==> src/design/board_pkg.sv <==
// ==========================================================================
// Board level widths and GPIO vector types
// ==========================================================================

package board_pkg;

  // Number of user LEDs on the board
  localparam int LED_W = 8;

  // Number of DIP switch positions
  localparam int SW_W = 4;

  // --------------------------------------------------------------------------
  // GPIO vector types
  // --------------------------------------------------------------------------

  // LED pattern
  // Bit 0 drives the rightmost LED, a one lights it
  typedef logic [LED_W-1:0] led_t;

  // Switch value
  // Bit 0 is switch position 1, a one means the switch is on
  typedef logic [SW_W-1:0] sw_t;

endpackage

==> src/design/uart_pkg.sv <==
// ==========================================================================
// Serial line timing, byte types and command codes
// ==========================================================================

package uart_pkg;

  // Clock cycles per serial bit, also the receiver oversampling ratio
  localparam int CLKS_PER_BIT = 16;
  localparam int CNT_W        = $clog2(CLKS_PER_BIT);
  // 8N1 framing
  localparam int DATA_BITS    = 8;
  localparam int FRAME_BITS   = DATA_BITS + 2;

  // Counter types
  typedef logic [CNT_W-1:0] clk_cnt_t;
  typedef logic [2:0]       data_idx_t;
  typedef logic [3:0]       frame_idx_t;

  // Last cycle of a bit, last cycle of the half bit after the start edge
  localparam clk_cnt_t   BIT_LAST   = clk_cnt_t'(CLKS_PER_BIT - 1);
  localparam clk_cnt_t   HALF_LAST  = clk_cnt_t'(CLKS_PER_BIT / 2 - 1);
  localparam data_idx_t  DATA_LAST  = data_idx_t'(DATA_BITS - 1);
  localparam frame_idx_t FRAME_LAST = frame_idx_t'(FRAME_BITS - 1);

  typedef logic [DATA_BITS-1:0] uart_byte_t;

  // Received byte with framing status
  typedef struct packed {
    uart_byte_t data;
    logic       frame_err;
  } rx_byte_t;

  // Command and reply codes
  localparam uart_byte_t CMD_WRITE_LED = 8'h57;
  localparam uart_byte_t CMD_READ_SW   = 8'h52;
  localparam uart_byte_t RSP_OK        = 8'h4B;
  localparam uart_byte_t RSP_UNKNOWN   = 8'h3F;

endpackage

==> src/design/board_top.sv <==
`timescale 1ns/10ps

module board_top (
  input  logic            clk,
  input  logic            i_rst_n,
  input  logic            i_uart_rx,
  output logic            o_uart_tx,
  input  board_pkg::sw_t  i_sw,
  output board_pkg::led_t o_led
);

  // Receiver to engine
  logic                 rx_strobe;
  uart_pkg::rx_byte_t   rx_byte;
  // GPIO to and from engine
  board_pkg::sw_t       sw_sync;
  logic                 led_we;
  board_pkg::led_t      led_wdata;
  // Engine to transmitter
  logic                 tx_start;
  uart_pkg::uart_byte_t tx_byte;
  logic                 tx_busy;

  // ==========================================================================
  // Input side
  // ==========================================================================
  uart_rx u_uart_rx (
    .clk      (clk),
    .i_rst_n  (i_rst_n),
    .i_rx     (i_uart_rx),
    .o_strobe (rx_strobe),
    .o_byte   (rx_byte)
  );

  gpio_port u_gpio_port (
    .clk       (clk),
    .i_rst_n   (i_rst_n),
    .i_sw      (i_sw),
    .o_sw_sync (sw_sync),
    .i_led_we  (led_we),
    .i_led     (led_wdata),
    .o_led     (o_led)
  );

  // Command processing
  cmd_engine u_cmd_engine (
    .clk         (clk),
    .i_rst_n     (i_rst_n),
    .i_rx_strobe (rx_strobe),
    .i_rx_byte   (rx_byte),
    .i_sw        (sw_sync),
    .o_led_we    (led_we),
    .o_led       (led_wdata),
    .o_tx_start  (tx_start),
    .o_tx_byte   (tx_byte),
    .i_tx_busy   (tx_busy)
  );

  // ==========================================================================
  // Output side
  // ==========================================================================
  uart_tx u_uart_tx (
    .clk     (clk),
    .i_rst_n (i_rst_n),
    .i_start (tx_start),
    .i_byte  (tx_byte),
    .o_busy  (tx_busy),
    .o_tx    (o_uart_tx)
  );

endmodule

==> src/design/cmd_engine.sv <==
`timescale 1ns/10ps

module cmd_engine (
  input  logic                 clk,
  input  logic                 i_rst_n,
  input  logic                 i_rx_strobe,
  input  uart_pkg::rx_byte_t   i_rx_byte,
  input  board_pkg::sw_t       i_sw,
  output logic                 o_led_we,
  output board_pkg::led_t      o_led,
  output logic                 o_tx_start,
  output uart_pkg::uart_byte_t o_tx_byte,
  input  logic                 i_tx_busy
);

  typedef enum logic [1:0] {
    CE_IDLE,
    CE_WAIT_DATA,
    CE_REPLY
  } ce_state_t;

  ce_state_t            state;
  uart_pkg::uart_byte_t reply;
  logic                 rx_valid;

  // Receiver already drops bad frames, flag checked once more here
  assign rx_valid = i_rx_strobe && !i_rx_byte.frame_err;

  // ==========================================================================
  // Command FSM
  // ==========================================================================
  always_ff @(posedge clk) begin
    if (!i_rst_n) begin
      state <= CE_IDLE;
    end else begin
      case (state)
        CE_IDLE: begin
          if (rx_valid) begin
            // LED write needs a data byte, everything else replies at once
            if (i_rx_byte.data == uart_pkg::CMD_WRITE_LED) begin
              state <= CE_WAIT_DATA;
            end else begin
              state <= CE_REPLY;
            end
          end
        end
        CE_WAIT_DATA: begin
          if (rx_valid) begin
            state <= CE_REPLY;
          end
        end
        CE_REPLY: begin
          // Hold until the transmitter is free
          // Incoming bytes are ignored meanwhile
          if (!i_tx_busy) begin
            state <= CE_IDLE;
          end
        end
        default: state <= CE_IDLE;
      endcase
    end
  end

  // ==========================================================================
  // Reply selection
  // ==========================================================================
  always_ff @(posedge clk) begin
    if (state == CE_IDLE && rx_valid) begin
      case (i_rx_byte.data)
        // Switch value zero-extended to a byte
        uart_pkg::CMD_READ_SW: reply <= uart_pkg::uart_byte_t'(i_sw);
        default:               reply <= uart_pkg::RSP_UNKNOWN;
      endcase
    end else if (state == CE_WAIT_DATA && rx_valid) begin
      reply <= uart_pkg::RSP_OK;
    end
  end

  // LED data goes straight from the received byte
  // Register sits in gpio_port
  assign o_led_we = (state == CE_WAIT_DATA) && rx_valid;
  assign o_led    = board_pkg::led_t'(i_rx_byte.data);

  // Start one cycle after the last strobe when idle
  // Busy rises next cycle, by then the FSM is back in idle
  assign o_tx_start = (state == CE_REPLY) && !i_tx_busy;
  assign o_tx_byte  = reply;

endmodule

==> src/design/gpio_port.sv <==
`timescale 1ns/10ps

module gpio_port (
  input  logic              clk,
  input  logic              i_rst_n,
  input  board_pkg::sw_t    i_sw,
  output board_pkg::sw_t    o_sw_sync,
  input  logic              i_led_we,
  input  board_pkg::led_t   i_led,
  output board_pkg::led_t   o_led
);

  board_pkg::sw_t  sw_meta;
  board_pkg::sw_t  sw_sync;
  board_pkg::led_t led_q;

  // ==========================================================================
  // Switch synchronizer
  // ==========================================================================
  // DIP switches are asynchronous to clk
  // Two stages, value valid two cycles after a change
  always_ff @(posedge clk) begin
    if (!i_rst_n) begin
      sw_meta <= '0;
      sw_sync <= '0;
    end else begin
      sw_meta <= i_sw;
      sw_sync <= sw_meta;
    end
  end

  assign o_sw_sync = sw_sync;

  // ==========================================================================
  // LED register
  // ==========================================================================
  // All LEDs dark out of reset
  // Loaded on the write strobe, held otherwise
  always_ff @(posedge clk) begin
    if (!i_rst_n) begin
      led_q <= '0;
    end else if (i_led_we) begin
      led_q <= i_led;
    end
  end

  assign o_led = led_q;

endmodule

==> src/design/uart_rx.sv <==
`timescale 1ns/10ps

module uart_rx (
  input  logic               clk,
  input  logic               i_rst_n,
  input  logic               i_rx,
  output logic               o_strobe,
  output uart_pkg::rx_byte_t o_byte
);

  typedef enum logic [1:0] {
    RX_IDLE,
    RX_START,
    RX_DATA,
    RX_STOP
  } rx_state_t;

  rx_state_t             state;
  logic                  rx_meta;
  logic                  rx_sync;
  logic                  rx_prev;
  uart_pkg::clk_cnt_t    clk_cnt;
  uart_pkg::data_idx_t   bit_cnt;
  uart_pkg::uart_byte_t  shreg;
  logic                  frame_err;
  logic                  bit_done;

  // ==========================================================================
  // Line synchronizer
  // ==========================================================================
  // Two flops for metastability, third one for the falling edge
  always_ff @(posedge clk) begin
    if (!i_rst_n) begin
      rx_meta <= 1'b1;
      rx_sync <= 1'b1;
      rx_prev <= 1'b1;
    end else begin
      rx_meta <= i_rx;
      rx_sync <= rx_meta;
      rx_prev <= rx_sync;
    end
  end

  assign bit_done = (clk_cnt == uart_pkg::BIT_LAST);

  // ==========================================================================
  // Frame FSM
  // ==========================================================================
  always_ff @(posedge clk) begin
    if (!i_rst_n) begin
      state     <= RX_IDLE;
      clk_cnt   <= '0;
      bit_cnt   <= '0;
      o_strobe  <= 1'b0;
      frame_err <= 1'b0;
    end else begin
      o_strobe <= 1'b0;
      case (state)
        RX_IDLE: begin
          clk_cnt <= '0;
          // Edge only, a line stuck low after a bad stop bit is no start
          if (rx_prev && !rx_sync) begin
            state <= RX_START;
          end
        end
        RX_START: begin
          if (clk_cnt == uart_pkg::HALF_LAST) begin
            clk_cnt <= '0;
            bit_cnt <= '0;
            // High again at the center means a glitch
            state   <= rx_sync ? RX_IDLE : RX_DATA;
          end else begin
            clk_cnt <= clk_cnt + 1'b1;
          end
        end
        RX_DATA: begin
          if (bit_done) begin
            clk_cnt <= '0;
            if (bit_cnt == uart_pkg::DATA_LAST) begin
              state <= RX_STOP;
            end else begin
              bit_cnt <= bit_cnt + 1'b1;
            end
          end else begin
            clk_cnt <= clk_cnt + 1'b1;
          end
        end
        RX_STOP: begin
          if (bit_done) begin
            // Low stop bit, byte dropped without a strobe
            o_strobe  <= rx_sync;
            frame_err <= !rx_sync;
            state     <= RX_IDLE;
          end else begin
            clk_cnt <= clk_cnt + 1'b1;
          end
        end
        default: state <= RX_IDLE;
      endcase
    end
  end

  // Data bits arrive LSB first, shift in from the top
  always_ff @(posedge clk) begin
    if (state == RX_DATA && bit_done) begin
      shreg <= {rx_sync, shreg[uart_pkg::DATA_BITS-1:1]};
    end
  end

  // Shift register is stable until the next frame's first data bit
  assign o_byte = '{data: shreg, frame_err: frame_err};

endmodule

==> src/design/uart_tx.sv <==
`timescale 1ns/10ps

module uart_tx (
  input  logic                 clk,
  input  logic                 i_rst_n,
  input  logic                 i_start,
  input  uart_pkg::uart_byte_t i_byte,
  output logic                 o_busy,
  output logic                 o_tx
);

  logic [uart_pkg::FRAME_BITS-1:0] shreg;
  uart_pkg::clk_cnt_t              clk_cnt;
  uart_pkg::frame_idx_t            bit_cnt;
  logic                            busy;
  logic                            bit_done;

  assign bit_done = (clk_cnt == uart_pkg::BIT_LAST);

  // ==========================================================================
  // Bit timing
  // ==========================================================================
  always_ff @(posedge clk) begin
    if (!i_rst_n) begin
      busy    <= 1'b0;
      clk_cnt <= '0;
      bit_cnt <= '0;
    end else if (!busy) begin
      clk_cnt <= '0;
      bit_cnt <= '0;
      // Start request while busy is not expected
      if (i_start) begin
        busy <= 1'b1;
      end
    end else if (bit_done) begin
      clk_cnt <= '0;
      // Stop bit held a full bit time, then release
      if (bit_cnt == uart_pkg::FRAME_LAST) begin
        busy <= 1'b0;
      end else begin
        bit_cnt <= bit_cnt + 1'b1;
      end
    end else begin
      clk_cnt <= clk_cnt + 1'b1;
    end
  end

  // ==========================================================================
  // Frame shift register
  // ==========================================================================
  // Stop, data LSB first, start at bit 0
  always_ff @(posedge clk) begin
    if (!busy && i_start) begin
      shreg <= {1'b1, i_byte, 1'b0};
    end else if (busy && bit_done) begin
      shreg <= {1'b1, shreg[uart_pkg::FRAME_BITS-1:1]};
    end
  end

  assign o_busy = busy;
  // Line idles high
  assign o_tx   = busy ? shreg[0] : 1'b1;

endmodule

==> config.mk <==
export PLATFORM = sky130hd
export DESIGN_NAME = board_top
export DESIGN_NICKNAME = d
export VERILOG_FILES = /design/src/design/board_pkg.sv /design/src/design/uart_pkg.sv /design/src/design/board_top.sv /design/src/design/cmd_engine.sv /design/src/design/gpio_port.sv /design/src/design/uart_rx.sv /design/src/design/uart_tx.sv
export SDC_FILE = /design/constraint.sdc
export NUM_CORES = 1
export LEC_CHECK = 0
export ABC_AREA = 1
export BUFFER_PORTS_ARGS = -buffer_cell sky130_fd_sc_hd__buf_2
export CORE_AREA = 2 2 107 88
export DETAILED_ROUTE_END_ITERATION = 16
export DIE_AREA = 0 0 109 90
export PLACE_DENSITY_LB_ADDON = 0.05
export SLEW_MARGIN = 25
export SYNTH_ARGS = -nofsm -noshare
export SYNTH_HDL_FRONTEND = slang
export SYNTH_SLANG_ARGS = --single-unit
export TNS_END_PERCENT = 10
==> constraint.sdc <==
create_clock -name clk -period 2.1 [get_ports clk]
set_input_delay 0.105 -clock clk [delete_from_list [all_inputs] [get_ports clk]]
set_output_delay 0.105 -clock clk [all_outputs]
set_load 0.005 [all_outputs]
==> flow_summary.toml <==
[outcome]
status = "finished clean"

[pwr]
switching_share = 0.231
clkPwrFrac = 0.402
p_int_mw = 1.88
p_sw_mw = 0.567
leakagePower_nw = 1.26
pwr-share-comb = 0.061
seqPwrFrac = 0.538
max-vdd-ir-drop_mv = 0.235
power_density_nw_per_um2 = 810
total_power_mw = 2.45

[detailed_routing]
dr.pass1.iters = 5
wirelength_um = 4820
drtAntennaViolNets = 0
drt-initial-drc-count = 78
routedWlPerCell_um = 10.9
vias_per_cell = 4.12
route.detailed.drc = 0
vias = 1816

[critical_path]
critPathLaunchType = "flop"
cp_data_arrival_time_ns = 1.62
cp.required_ns = 2.07
crit_fanout = 9
crit_type = "reg2reg"
crit_path_end_kind = "flop"

[yosys]
ys.warnings.count = 0
synthDominantCellAreaShare = 0.327
yosysSeqAreaShare = 0.584
synth_area_leaders = "dfxtp_1 (33%), edfxtp_1 (26%), nand2_1 (8.0%)"
synthesis.nets = 304
netlist_area_um2 = 2570
synthArstFlopShare = 0
synth_flop_cell = "dfxtp_1"
syn_inst = 291
synth-edff-count = 22
synth_top_area_cell = "dfxtp_1"
ys_seq_elements = 64
synth_area_per_cell_um2 = 8.84
yosysUniqueCellTypes = 24

[clock_tree]
htreeDepth = 3
clock_path_buffers = 2
cts_setup_buffers = 0
insertion_delay_ns = 0.34
clk_pin_slew_worst_paths_ns = 0.07
cts_resized = 0
cts_root_buffer = "clkbuf_8"
cts-buffers-inserted = 9
cts_tree = "built"
clock_sinks = 64

[timing]
slew_viol_final = 0
tns_ns = 0
slew_headroom = 0.677
worst_slew_pin_slew_ns = 0.484
hold_violations = 0
max_freq_ghz = 0.608
fin_skew_ns = 0.0137
setup_violations = 0
fin_crit_ns = 1.64
rsz0062_at_grt = "false"
period_share = 0.783

[grt]
antenna_found_initial = 0
grt-busiest-layer = "met1"
grt_pass1_vias = 1680
grt_pass1_wl_um = 8240
overflow = 0
met1_usage = 0.162
grt_max_degree = 21
grt_use_met3 = 0.0413
grt_use_met2 = 0.142
grt_usage = 0.111

[finish]
layoutNonFillerInstCount = 441
syn2layout_area_growth_pct = 17.7
fill_cells = 929
final_area_um2 = 3030
drive_gt1_frac = 0.144
antenna_cells = 0
final_nets = 334

[worst_hold_path]
hp-class = "in2reg"

[floorplan]
fp.dieH_um = 90
start_util = 0.292
core_area_um2 = 8800
io_pins = 16
die_w_um = 109
die-area_um2 = 9810
rows = 31

[place]
numPortBuffers = 15
gp_congestion = 0.740
placed_area_um2 = 2790
dp.cells = 420
dp_hpwl_um = 3370

[flow_run]
cap_violations = 0
[cells in the final DEF (no fill, tap or decap), types with 2 or more instances in the layout]
cell,instances
nand2_1,55
inv_1,45
dfxtp_1,42
nor2_1,40
edfxtp_1,22
o21ai_0,18
nand3_1,15
buf_2,15
a21oi_1,11
clkbuf_8,10
nor3_1,6
ha_1,6
a22o_1,5
dlygate4sd3_1,5
nor2_2,3
inv_2,3
nand2_2,3
clkinv_2,3
nor2_4,2
nand3_2,2
nand3b_1,2
nand4_1,2
o211ai_1,2
or2_2,2
clkbuf_1,2
buf_4,2
[per-layer routing]
metal,vias to the layer above,part of all wire
met1,783,0.56
met2,31,0.38
met3,8,0.044
met4,0,0.017
met5,-,0
li1,994,-
[synth_stat cells (3+ instances only)]
master,n
inv_1,45
nor3_1,6
inv_2,3
nand2_2,3
nand2_1,55
a22o_1,5
nor2_2,3
o21ai_0,18
a21oi_1,11
nor2_1,40
nand3_1,15
dfxtp_1,42
ha_1,6
edfxtp_1,22
[final timing paths]
| path | from | to | slack [ns] | depth (start not counted) |
|---|---|---|---|---|
| setup reg to reg | u_uart_tx.clk_cnt[0]$_SDFF_PP0_ | u_uart_tx.shreg[5]$_DFFE_PP_ | 0.46 | 5 |
| hold / removal | i_rst_n | u_gpio_port.sw_meta[1]$_SDFF_PN0_ | 0.19 | 3 |
| setup / recovery | u_uart_tx.clk_cnt[0]$_SDFF_PP0_ | u_uart_tx.shreg[5]$_DFFE_PP_ | 0.46 | 5 |
| hold reg to reg | u_gpio_port.sw_meta[3]$_SDFF_PN0_ | u_gpio_port.o_sw_sync[3]$_SDFF_PN0_ | 0.42 | 2 |
[cell families after synthesis]
| family | synth area share |
|---|---|
| buffers and inverters | 0.0754 |
| flip-flops | 0.584 |
| adder cells (fa/ha/maj) | 0.0292 |
| AO/OA/AOI/OAI | 0.0827 |
| AND/OR/NAND/NOR | 0.229 |
[worst max-delay path, stage by stage, from the launching register on]
cell and delay, ns:
dfxtp_1 0.35, ha_1 0.18, nand2_1 0.08, nor2_2 0.17, inv_2 0.10, o21ai_2 0.41
[stage by stage]
stage	util	hold slack [ns]	setup WS, ns
2_1_floorplan	-	0.203	0.411
3_3_place_gp	0.317	0.284	0.492
3_5_place_dp	0.317	0.290	0.450
4_1_cts	0.344	0.168	0.439
5_1_grt	0.344	0.195	0.355
6_report	0.344	0.186	0.457
[area by class of cell]
| class | count | area (um2) | area share |
|---|---|---|---|
| Tap cell | 115 | 144 | 0.0475 |
| Sequential cell | 64 | 1500 | 0.496 |
| Timing Repair Buffer | 22 | 140 | 0.0463 |
| Clock inverter | 3 | 15.0 | 0.00496 |
| Inverter | 48 | 180 | 0.0595 |
| Clock buffer | 13 | 170 | 0.0562 |
| Multi-Input combinational cell | 176 | 877 | 0.290 |
[power groups by stage]
stage | Combinational, mW | Clock, mW | Sequential, mW
global route | 0.179 | 1.09 | 1.32
CTS | 0.152 | 1.04 | 1.32
finish | 0.148 | 0.985 | 1.32
floorplan | 0.113 | 0 | 1.34
global placement | 0.145 | 0 | 1.35
detailed placement | 0.144 | 0 | 1.35
[registers in the layout (all words and copies together) (netlist names), 6 cells and up, named ones only]
| register | flops |
|---|---|
| u_uart_tx.shreg | 9 |
| u_gpio_port.o_led | 8 |
| u_uart_rx.shreg | 8 |
| u_cmd_engine.o_tx_byte | 6 |
[repair_timing]
action / 4_1_cts / 5_1_grt
hold buffers: 5 / 0
endpoints found under the hold margin: 5 / 0
setup endpoints to repair: 0 / 0
Note: power is estimated with default switching activity, not from simulation.
